File: config.mk
export PLATFORM = sky130hd
export DESIGN_NAME = tge_cfg_regs
export DESIGN_NICKNAME = d
export VERILOG_FILES = /design/src/source/tge_pkg.sv /design/src/source/tge_cfg_regs.sv
export SDC_FILE = /design/constraint.sdc
export NUM_CORES = 1
export LEC_CHECK = 0
export ABC_AREA = 0
export BUFFER_PORTS_ARGS = -buffer_cell sky130_fd_sc_hd__buf_4
export CORE_MARGIN = 4
export CORE_UTILIZATION = 30
export DETAILED_ROUTE_END_ITERATION = 8
export GPL_ROUTABILITY_DRIVEN = 0
export PLACE_DENSITY = 0.51
export SYNTH_ARGS = -nofsm -noshare
export SYNTH_HDL_FRONTEND = slang
export SYNTH_SLANG_ARGS = --single-unit
File: constraint.sdc
create_clock -name mac_clk -period 1.8 [get_ports mac_clk]
set_input_delay 0.09 -clock mac_clk [delete_from_list [all_inputs] [get_ports mac_clk]]
set_output_delay 0.09 -clock mac_clk [all_outputs]
set_load 0.005 [all_outputs]
File: src/source/tge_pkg.sv
package tge_pkg;

  // Local station settings, written through the config port
  typedef struct packed {
    logic        enable;
    logic [47:0] mac;
    logic [31:0] ip;
    logic [15:0] port;
  } local_cfg_t;

  // Header word 0
  typedef struct packed {
    logic [47:0] dst_mac;
    logic [15:0] ethertype;
  } eth_hdr_t;

  // Header word 1
  typedef struct packed {
    logic [31:0] src_ip;
    logic [31:0] dst_ip;
  } ip_hdr_t;

  // Header word 2, length counts 64-bit payload words
  typedef struct packed {
    logic [15:0] src_port;
    logic [15:0] dst_port;
    logic [15:0] length;
    logic [15:0] checksum;
  } udp_hdr_t;

  // One MAC word, meaning depends on its position in the frame
  typedef union packed {
    logic [63:0] raw;
    eth_hdr_t    eth;
    ip_hdr_t     ip;
    udp_hdr_t    udp;
  } hdr_word_u;

  // Rx buffer entry
  typedef struct packed {
    logic [63:0] data;
    logic        eof;
    logic [31:0] src_ip;
    logic [15:0] src_port;
  } rx_entry_t;

  localparam logic [15:0] ETHERTYPE_IP = 16'h0800;
  localparam logic [47:0] BCAST_MAC    = 48'hffff_ffff_ffff;
  localparam logic [1:0]  HDR_WORDS    = 2'd3;

  // Register map
  localparam logic [3:0] CFG_ADDR_CTRL   = 4'd0;
  localparam logic [3:0] CFG_ADDR_MAC_LO = 4'd1;
  localparam logic [3:0] CFG_ADDR_MAC_HI = 4'd2;
  localparam logic [3:0] CFG_ADDR_IP     = 4'd3;
  localparam logic [3:0] CFG_ADDR_PORT   = 4'd4;

endpackage
File: src/source/tge_cfg_regs.sv
`timescale 1ns/1ps
module tge_cfg_regs
  import tge_pkg::*;
(
  input  logic        mac_clk,
  input  logic        mac_resetRR,
  input  logic        cfg_wr_en,
  input  logic [3:0]  cfg_addr,
  input  logic [31:0] cfg_wr_data,
  output logic [31:0] cfg_rd_data,
  output local_cfg_t  local_cfg,
  output logic        soft_reset
);

  logic [31:0] rd_mux;

  // Register writes, soft reset bit is self clearing
  always_ff @(posedge mac_clk) begin
    if (mac_resetRR) begin
      local_cfg  <= '0;
      soft_reset <= 1'b0;
    end else begin
      soft_reset <= 1'b0;
      if (cfg_wr_en) begin
        case (cfg_addr)
          CFG_ADDR_CTRL: begin
            local_cfg.enable <= cfg_wr_data[0];
            soft_reset       <= cfg_wr_data[1];
          end
          CFG_ADDR_MAC_LO: begin
            local_cfg.mac[31:0] <= cfg_wr_data;
          end
          CFG_ADDR_MAC_HI: begin
            local_cfg.mac[47:32] <= cfg_wr_data[15:0];
          end
          CFG_ADDR_IP: begin
            local_cfg.ip <= cfg_wr_data;
          end
          CFG_ADDR_PORT: begin
            local_cfg.port <= cfg_wr_data[15:0];
          end
          default: begin
          end
        endcase
      end
    end
  end

  // Readback select
  always_comb begin
    case (cfg_addr)
      CFG_ADDR_CTRL:   rd_mux = {31'd0, local_cfg.enable};
      CFG_ADDR_MAC_LO: rd_mux = local_cfg.mac[31:0];
      CFG_ADDR_MAC_HI: rd_mux = {16'd0, local_cfg.mac[47:32]};
      CFG_ADDR_IP:     rd_mux = local_cfg.ip;
      CFG_ADDR_PORT:   rd_mux = {16'd0, local_cfg.port};
      default:         rd_mux = 32'd0;
    endcase
  end

  // One cycle read latency
  always_ff @(posedge mac_clk) begin
    cfg_rd_data <= rd_mux;
  end

endmodule

== Yosys cells after proc, flatten, opt, wreduce, memory -nomap -nowiden ==
Cells that the tools add are included.
Word-level totals
  register bits: 130
  output and inout port bits: 130
Operators by class
  bitwise logic cells: 2
  equal/unequal tests: 4
  reduce and logical (&&, ||, !) cells: 7
  mux-type cells: 1
Operators by type and width (count)
  $pmux W32 S5: 1
  $reduce_and A2 Y1: 5
  $eq A4 B2 Y1 const B: 2
  $eq A4 B1 Y1 const B: 1
  $eq A4 B3 Y1 const B: 1
  $logic_not A4 Y1: 1
  $reduce_or A3 Y1: 1
  $not A1 Y1: 2

== Longest topological paths before layout ==
  word-level depth: 3
  depth in mapped cells: 6

== Worst setup path after synthesis ==
OpenSTA, ideal clock, no wires.
  path kind: input -> register
  start: in cfg_addr[2]
  end: reg local_cfg[69] (netlist name)
  setup slack: 0.617 ns
  arrival time: 1.112 ns
  setup time: 0.072 ns
  stages: 6
  cells stage by stage: buf_6 -> nor3b_4 -> and3b_1 -> buf_6 -> buf_6 -> mux2i_1
Between the ends
  cells in the longest elaborated chain, start to end: 2
RTL lines
  start: declaration: line tge_cfg_regs.sv:8  | input logic [3:0] cfg_addr,
  $eq A4 B1 Y1: line tge_cfg_regs.sv:25  | case (cfg_addr)
  $reduce_and A2 Y1 (no source line)
  end: declaration: line tge_cfg_regs.sv:11  | output local_cfg_t local_cfg,
No other way between the ends.
A chain may end at the register's enable or synchronous reset.

== Worst setup path after layout ==
  start: reg local_cfg[55] (netlist name)
  end: out local_cfg[55] (netlist name)
No word-level cell between the ends.

==> results.md <==
- Drt first pass iters: 4
- Final core utilization: 44.5%
- Area delta synth->final: 43.7%
- Crit path from: local_cfg[55]
- Synthesized area per cell: 10.9 um2
- Post-CTS Resized: 0
- Tightest Pin Transition: between 300 and 400 ps
- RSZ-0062 raised after global routing: no
- Most frequent cells in the layout: 181 x buf_4, 130 x dfxtp_1, 129 x nand2b_1
- I/O pin total: roughly 170
- Slowest CP cell: dfxtp_1
- CTS tree: yes
- I/O Buffers: approximately 170
- DRT iter0 DRCs: 208
- Worst Skew: 6.64 ps
- Clk root buf: clkbuf_16
- CP max FO: 3
- Synthesized flop and latch total: 130
- Global Route Usage Sum: about 16%
- Tmin final: ~1000 ps
- Register area share after synthesis: about half
- CTS buffer count: 17
- Worst path arrival time: approximately 950 ps
- Cell Rows: 47
- Die ar.: around 20000 um2
- Leak pwr: ~0.0035 uW
- Startpoint types: register
- PD cells: 932 nW/um2
- Detailed Route WL: around 15000 um
- Clock sink count: 130
- Post-Syn Nets: 517
- Mapped cell area: 5210 um2
- Clk buf depth: 2
- H-tree Lvls: 4
- Worst path bufs/invs: 1
- Peak supply drop: 0.626 mV
- Fmax: about 0.96 GHz
- First-pass GRT wire length: 23800 um
- Hold_sp: cfg_wr_data[8]
- R2r startpoint: local_cfg[48]
- Final setup violation count: 0
- YS warnings: 0
- Vias: 4141
- CP top delay family: flip-flops
- DRC Markers: 0
- Die width: ~140 um
- Initial antenna violation count: 1
- Power Total: 6980 uW
- Via density: ~4.6
- Hold violation count in the final report: 0
- Commonest non-fill, non-tap cell in the layout: buf_4
- Worst rel slew slack: approximately 76%
- Outcome: completed
- Routed len/inst: 17.2 um
- ANT cells: 0
- TNS Setup: 0 ps
- Final #Nets: about 700
- Max Slew Vio Count: 0
- Largest net degree at the start of global routing: 67
- Max-cap violations: 0
- Post-DP HPWL: roughly 11000 um
- Post-CTS Setup Bufs: 0
- Overflow after GRT: 0
- Setup CP Type: reg -> out
- Die outline height: 140 um
- Clock transition at path regs: approximately 60 ps
- Detail Route Antenna Nets: 0
- CORE AREA: between 15000 and 20000 um2
- Vias in the first global route: about 4200
- Worst min path class: in -> reg
- CP peak stage delay: ~400 ps
- Clock Latency Late Sink: roughly 410 ps
- Initial Util: between 30% and 40%
- Worst EP required: between 1500 and 2000 ps
- Critical Path End Type: primary output
- Final cycle utilization of the critical path: between 50% and 60%
- Number of fill cells: 1608
- Share of layout cells above drive strength 1: between 30% and 40%
- Worst-path cell chain: buf_4
- Synth unique cells: 25
- Syn Inst Count: about 480
- CTS Hold Bufs: 18
[logic make-up (layout without fill, tap and decap cells)]
family | after synthesis | count (layout) | synth area share, %
DFF | 130 | 130 | 50.0
AOI/OAI and AO/OA | 63 | 63 | 8.72
buffers and inverters | 39 | 233 | 4.04
and+or+nand+nor | 147 | 147 | 18.2
muxes | 99 | 99 | 19.1
[synth_stat cells]
cell type,instances,area (um2)
dfxtp_1,130,2600
nand2b_1,129,807
mux2i_1,97,971
a22oi_1,30,225
clkbuf_1,17,63.8
a22o_1,16,140
buf_2,15,75.1
o21ai_0,15,75.1
buf_6,5,56.3
nor2_1,3,11.3
and3b_1,2,17.5
buf_4,2,15.0
mux2_2,2,22.5
nand2_1,2,7.51
nand3b_1,2,15.0
nor2b_1,2,12.5
a32oi_1,1,8.76
and4bb_1,1,12.5
nand3_2,1,10.0
nand4b_1,1,8.76
nor3_1,1,5.00
nor3b_4,1,18.8
nor4b_2,1,15.0
o21ai_1,1,5.00
or2_0,1,6.26
[path summary, 6_finish.rpt]
| check | slack (ps) | cells after the start | endpoint |
|---|---|---|---|
| max | 760 | 1 | local_cfg[55] |
| min | 20 | 3 | local_cfg[56] |
| max reg2reg | 780 | 3 | cfg_rd_data[0] |
| min reg2reg | 490 | 2 | local_cfg[63] |
[metrics by stage]
stage          instances  area (um2)  hold slack [ps]  setup slack, ps
2_1_floorplan        478        5210              266              617
3_3_place_gp         842        6680              380              470
3_5_place_dp         842        6680              395              412
4_1_cts              892        7480             3.32              735
5_1_grt              892        7480             23.6              703
6_report             892        7480             24.9              760
[routing by layer]
layer | part of all wire [%] | wire (um) | global-route usage (%)
met1 | 45 | 6990 | 20.1
met2 | 45 | 6950 | 24.3
met5 | 0.085 | 13 | 0
met3 | 7.8 | 1200 | 5.45
met4 | 1.5 | 226 | 6.02
[flip-flops by register name, summed over array words and instances (netlist names)]
name / count
local_cfg: 97
cfg_rd_data: 32
soft_reset: 1
[power breakdown]
| part | internal (uW) | leakage [uW] | switching, uW |
|---|---|---|---|
| Combinational | 221 | 0.00211 | 191 |
| Sequential | 2910 | 0.00105 | 26.5 |
| Clock | 2380 | 0.000304 | 1240 |
| Total | 5510 | 0.00346 | 1460 |
[cell type report]
class | instances | area, um2 | share of cell area [%]
tap | 220 | 275 | 3.68
sequential | 130 | 2600 | 34.8
multi-input combinational | 309 | 2410 | 32.2
clock inverter | 10 | 156 | 2.09
timing repair buffer | 201 | 1580 | 21.1
clock buffer | 22 | 464 | 6.20
Note: power is estimated with default switching activity, not from simulation.
