===== src/source/tge_led_stretch.sv =====
`timescale 1ns/1ps
module tge_led_stretch #(
  parameter int LED_WIDTH = 26
) (
  input  logic       mac_clk,
  input  logic       mac_resetRR,
  input  logic [7:0] xaui_status,
  input  logic       mac_tx_start,
  input  logic       mac_rx_good_frame,
  output logic       led_up,
  output logic       led_rx,
  output logic       led_tx
);

  logic [LED_WIDTH-1:0] down_cnt;
  logic [LED_WIDTH-1:0] rx_cnt;
  logic [LED_WIDTH-1:0] tx_cnt;
  logic                 link_down;

  // All five lane status bits must be set for link up
  assign link_down = xaui_status[6:2] != 5'b11111;

  always_ff @(posedge mac_clk) begin
    if (mac_resetRR) begin
      down_cnt <= '0;
      rx_cnt   <= '0;
      tx_cnt   <= '0;
    end else begin
      if (link_down) begin
        down_cnt <= '1;
      end else if (down_cnt != '0) begin
        down_cnt <= down_cnt - 1'b1;
      end
      if (mac_rx_good_frame) begin
        rx_cnt <= '1;
      end else if (rx_cnt != '0) begin
        rx_cnt <= rx_cnt - 1'b1;
      end
      if (mac_tx_start) begin
        tx_cnt <= '1;
      end else if (tx_cnt != '0) begin
        tx_cnt <= tx_cnt - 1'b1;
      end
    end
  end

  always_ff @(posedge mac_clk) begin
    if (mac_resetRR) begin
      led_up <= 1'b0;
      led_rx <= 1'b0;
      led_tx <= 1'b0;
    end else begin
      led_up <= down_cnt == '0;
      led_rx <= rx_cnt != '0;
      led_tx <= tx_cnt != '0;
    end
  end

endmodule


===== config.mk =====
export PLATFORM = sky130hd
export DESIGN_NAME = tge_led_stretch
export DESIGN_NICKNAME = d
export VERILOG_FILES = /design/src/source/tge_led_stretch.sv
export SDC_FILE = /design/constraint.sdc
export NUM_CORES = 1
export LEC_CHECK = 0
export BUFFER_PORTS_ARGS = -buffer_cell sky130_fd_sc_hd__buf_2
export CAP_MARGIN = 10
export CORE_MARGIN = 4
export CORE_UTILIZATION = 62
export DETAILED_ROUTE_END_ITERATION = 10
export HOLD_SLACK_MARGIN = 0.08
export PLACE_DENSITY = 0.8
export SYNTH_ARGS = -nofsm -noshare
export SYNTH_HDL_FRONTEND = slang
export SYNTH_SLANG_ARGS = --single-unit
export TNS_END_PERCENT = 10

===== constraint.sdc =====
create_clock -name mac_clk -period 3.25 [get_ports mac_clk]
set_input_delay 0.65 -clock mac_clk [delete_from_list [all_inputs] [get_ports mac_clk]]
set_output_delay 0.65 -clock mac_clk [all_outputs]
set_load 0.03 [all_outputs]

# After elaboration in Yosys (flattened, before gate mapping)

Index checks and enable logic that the tools add are counted.

Register bits: 81
Input bits: 12
Word-level logic and storage cells: 23
Output and inout bits: 3

Add/sub/neg operators: 3
Reduce and logical (&&, ||, !) cells: 7
Eq/ne operators: 1
Muxes and demuxes: 6

Operators by type and width:

| kind                    | count |
|---|---|
| $mux W26                | 6 |
| $reduce_bool A26 Y1     | 3 |
| $sub A26 B1 Y26 const B | 3 |
| $logic_not A26 Y1       | 1 |
| $reduce_bool A2 Y1      | 3 |
| $ne A5 B5 Y1 const B    | 1 |

# Depth between registers and ports, before layout

Depth in word-level cells: 3
Mapped depth: 8
Gate-level depth less buffers: 7

# Worst setup path after synthesis

OpenSTA, ideal clock, no wires.

Path kind: reg2reg
Start: register down_cnt[0]
End: register down_cnt[1]
Path buffers: 0
Clock period less this slack: 2408 ps
Data arrival time: 2337 ps
Setup slack: 842 ps
Data required time: 3180 ps
Setup time: 70 ps
Stages on the path, launching flop included: 8
Cell sequence: dfxtp_1 > inv_1 > ha_1 > or4b_2 > or4_4 > nor2_4 > mux2_1 > a21oi_1

Longest elaborated chain between the ends: 3
Elaborated cells on any way between the ends: 5
Those cells by class: 1 x add/sub; 2 x mux; 2 x reduce/logical

RTL lines:

| item                   | line | source |
|---|---|---|
| from (decl)            | 15   | `logic [LED_WIDTH-1:0] down_cnt;` |
| from (signal assigned) | 32   | `down_cnt <= down_cnt - 1'b1;` |
| $sub A26 B1 Y26        | 32   |  |
| $mux W26               | 31   | `end else if (down_cnt != '0) begin` |
| $mux W26               | 29   | `if (link_down) begin` |

Parallel ways exist; a longest one is shown, timed or not. The select of a mux whose other input is x is not followed.
A chain may end at the register's enable or synchronous reset.

# Worst setup path in the final report

Start: register tx_cnt[0]
End: register tx_cnt[7]

Longest elaborated chain between the ends: 3
Elaborated cells on any way between the ends: 5
Those cells by class: 1 x add/sub; 2 x mux; 2 x reduce/logical

RTL lines:

| item                   | line | source |
|---|---|---|
| from (decl)            | 17   | `logic [LED_WIDTH-1:0] tx_cnt;` |
| from (signal assigned) | 42   | `tx_cnt <= tx_cnt - 1'b1;` |
| $sub A26 B1 Y26        | 42   |  |
| $mux W26               | 41   | `end else if (tx_cnt != '0) begin` |
| $mux W26               | 39   | `if (mac_tx_start) begin` |

Parallel ways exist; a longest one is shown, timed or not. The select of a mux whose other input is x is not followed.

==> run_results.csv <==
group,metric,value,unit
worst_setup_path,cp_data_required_time,3.50,ns
worst_setup_path,reg2reg_setup_slack,0.63,ns
routing,antenna_violating_nets_post_route,0,
final_layout,postLayoutCellArea,4420,sq um
routing,drt_iter0_markers,218,
final_layout,area_overhead_vs_synth,6.48,%
pwr,share_clk_of_total_power,35.1,%
worst_hold_path,min_delay_worst_endpoint,"down_cnt[7]$_SDFFE_PP0P_",
die,chipWidth,89.8,um
worst_setup_path,path_class,"flop to flop",
timing,worst_slew_margin_rel,39.6,%
clock_network,clk-insertion-delay-late,0.35,ns
final_layout,n_antenna_cell,0,
timing,finalHoldViolCount,0,
clock_network,postCtsResizedCells,0,
worst_hold_path,whs_path_depth,2,
clock_network,cts_tree,"built",
synth,ys.warnings.count,0,
routing,drt_drc_violations_left,0,
pwr,pwr-share-comb,11.9,%
die,die_h,89.8,um
placement,place_area,4210,sq um
clock_network,cts.repair_timing.setup_buffer_count,0,
placement,place.detailed.hpwl,5730,um
worst_setup_path,r2r_cells,7,
global_route,grt_first_pass_wirelength,14500,um
pwr,power.ir.vdd_worst,342,uV
clock_network,worst_setup_hold_path_clk_slew,0.08,ns
timing,setup_ws,0.626,ns
pwr,power_leakage,1.49,nW
pwr,net_switching_power_of_the_design,591,uW
routing,wirelength,8630,um
final_layout,multi_input_gate_area_in_the_final_layout,2330,sq um
synth,synth-seq-cells,81,
routing,drt_pass1_iterations,5,
timing,worst-slew-pin-transition,0.905,ns
global_route,track_usage,20.9,%
timing,finalClockSkew,0.00794,ns
worst_hold_path,worst_hold_path_type,"flop to flop",
placement,numPortBuffers,11,
final_layout,final.fill_count,520,
worst_setup_path,critical_path.endpoint_type,"flop",
pwr,power_per_cell_area,485,nW/um^2
synth,netlist_area,4150,sq um
pwr,switching_share,27.6,%
worst_setup_path,first_element_of_the_critical_path,"tx_cnt[0]$_SDFFE_PP0P_",
routing,vias_per_cell,6.61,
clock_network,post_cts_hold_buffer_count,0,
worst_setup_path,regToRegStartpoint,"tx_cnt[0]$_SDFFE_PP0P_",
timing,final.period_utilization,80.7,%
status,run_status,"finished clean",
clock_network,numClockSinks,81,
synth,synth.yosys.seq_area_share,39.1,%
worst_hold_path,hp-start,"down_cnt[7]$_SDFFE_PP0P_",
global_route,first_global_vias,3225,
final_layout,post-route-util,68.8,%
routing,num_vias,3715,
die,dieArea,8060,sq um
job,max_cap_viol_count,0,
synth,postSynth.topFlopCell,"sky130_fd_sc_hd__dfxtp_1",
timing,setup_violations,0,
final_layout,share_of_final_layout_standard_cells_stronger_than_drive_strength_1,11.1,%
die,initial_core_util,64.6,%
final_layout,layout_commonest_cell,"sky130_fd_sc_hd__dfxtp_1",
placement,routabilityCongestion,0.840,
global_route,grt_max_degree,45,
die,ios,15,
synth,number_of_instances_in_the_synthesized_netlist,482,
routing,wire_per_inst,15.4,um
final_layout,layout_common_cells,"sky130_fd_sc_hd__dfxtp_1 (81), sky130_fd_sc_hd__a21oi_1 (42), sky130_fd_sc_hd__a31oi_1 (31)",
pwr,cellInternalPower,1.55,mW
synth,syn-mean-instance-area,8.61,sq um
timing,final.min_clock_period,2.62,ns
timing,setup_repair_after_global_routing_missed_its_margin,"false",
synth,synth_fp_nets,497,
synth,synth-async-reset-ratio,0,%
clock_network,ctsLongestPathBuffers,2,
clock_network,cts_root_buffer,"sky130_fd_sc_hd__clkbuf_8",
placement,dp_worst_setup_slack,0.662,ns
pwr,power_frac_seq,53.1,%
pwr,finalPower,2.14,mW
synth,synth_cell_type_count,59,
worst_setup_path,rr_endpoint,"tx_cnt[7]$_SDFFE_PP0P_",
worst_setup_path,critPathArrivalTime,2.87,ns
global_route,antenna_found_initial,0,
worst_setup_path,path_max_fanout,17,
synth,synth-edff-count,0,
clock_network,number_of_h_tree_levels,3,
final_layout,number_of_nets_in_the_layout,495,
clock_network,tritoncts_buffers,9,
die,fp.coreArea,6420,sq um
worst_setup_path,setup.worst_path.start_class,"flop",
timing,max_fclk,0.381,GHz
global_route,grt.overflow.total,0,
timing,fin_setup_tns,0,ns
die,core.rowCount,29,
final_layout,register_area,1620,sq um
timing,finalMaxSlewViolations,0,
[stage by stage]
step	cells	hold slack, ns
2_1_floorplan	482	0.464
5_1_grt	562	0.518
6_report	562	0.500
4_1_cts	562	0.498
3_5_place_dp	546	0.484
3_3_place_gp	546	0.478
[layer usage]
metal | up-vias | GRT usage, % | routed length [um]
li1 | 1836 | - | -
met1 | 1773 | 28.2 | 3980
met2 | 95 | 33.6 | 4100
met3 | 11 | 4.92 | 472
met4 | 0 | 5.75 | 78
met5 | - | 0 | 0
[power by group through the flow]
stage	clock, mW	sequential, mW	combinational [mW]
global placement	0	1.15	0.242
CTS	0.767	1.13	0.253
floorplan	0	1.14	0.209
global route	0.810	1.15	0.285
detailed placement	0	1.16	0.250
finish	0.750	1.14	0.254
[kinds of logic (layout without fill, tap and decap cells)]
kind of cell / count (synthesis) / in the layout / share of synthesized area [%]
compound gates: 141 / 141 / 21.9
xor+xnor: 33 / 33 / 6.97
fa+ha+maj: 3 / 3 / 0.905
buf+inv: 47 / 50 / 4.70
flops: 81 / 81 / 39.1
mux: 3 / 3 / 0.784
simple gates: 174 / 174 / 25.6
[worst max path at each step]
| stage | slack (ns) | cells past startpoint | to |
|---|---|---|---|
| floorplan | 0.84 | 7 | down_cnt[1]$_SDFFE_PP0P_ |
| global placement | 0.69 | 7 | tx_cnt[7]$_SDFFE_PP0P_ |
| detailed placement | 0.66 | 7 | tx_cnt[7]$_SDFFE_PP0P_ |
| CTS | 0.64 | 7 | tx_cnt[7]$_SDFFE_PP0P_ |
| global route | 0.45 | 7 | tx_cnt[9]$_SDFFE_PP0P_ |
| finish | 0.63 | 7 | tx_cnt[7]$_SDFFE_PP0P_ |
[synth_stat cells, types with 16 or more instances]
| cell | number | area [sq um] |
|---|---|---|
| sky130_fd_sc_hd__a21oi_1 | 42 | 210 |
| sky130_fd_sc_hd__a31oi_1 | 31 | 194 |
| sky130_fd_sc_hd__clkbuf_1 | 25 | 93.8 |
| sky130_fd_sc_hd__dfxtp_1 | 81 | 1620 |
| sky130_fd_sc_hd__inv_1 | 17 | 63.8 |
| sky130_fd_sc_hd__nand2_1 | 16 | 60.1 |
| sky130_fd_sc_hd__nor2_1 | 24 | 90.1 |
| sky130_fd_sc_hd__nor3_1 | 19 | 95.1 |
| sky130_fd_sc_hd__nor4_1 | 17 | 106 |
| sky130_fd_sc_hd__or3_1 | 20 | 125 |
| sky130_fd_sc_hd__or4_1 | 17 | 128 |
| sky130_fd_sc_hd__xor2_1 | 18 | 158 |
[registers in the layout (all words and copies together), names as in the netlist]
name      cells
tx_cnt       26
led_rx        1
rx_cnt       26
led_tx        1
down_cnt     26
led_up        1
[critical path: stages, from the launching register on]
cell and delay (ns):
sky130_fd_sc_hd__dfxtp_1 0.31, sky130_fd_sc_hd__inv_1 0.08, sky130_fd_sc_hd__ha_1 0.19, sky130_fd_sc_hd__or4b_1 0.61, sky130_fd_sc_hd__nor3_4 0.36, sky130_fd_sc_hd__a31oi_2 0.38, sky130_fd_sc_hd__and3b_1 0.33, sky130_fd_sc_hd__o31a_1 0.26
[cell type report]
type                    count  share of cell area (%)
multi-input cells         354                    52.8
flip-flops and latches     81                    36.7
clock buffers              10                    3.12
repair buffers             17                    2.27
well taps                  77                    2.18
clock inverters             6                    1.50
inverters                  17                    1.44
(Power assumes the default switching activity.)
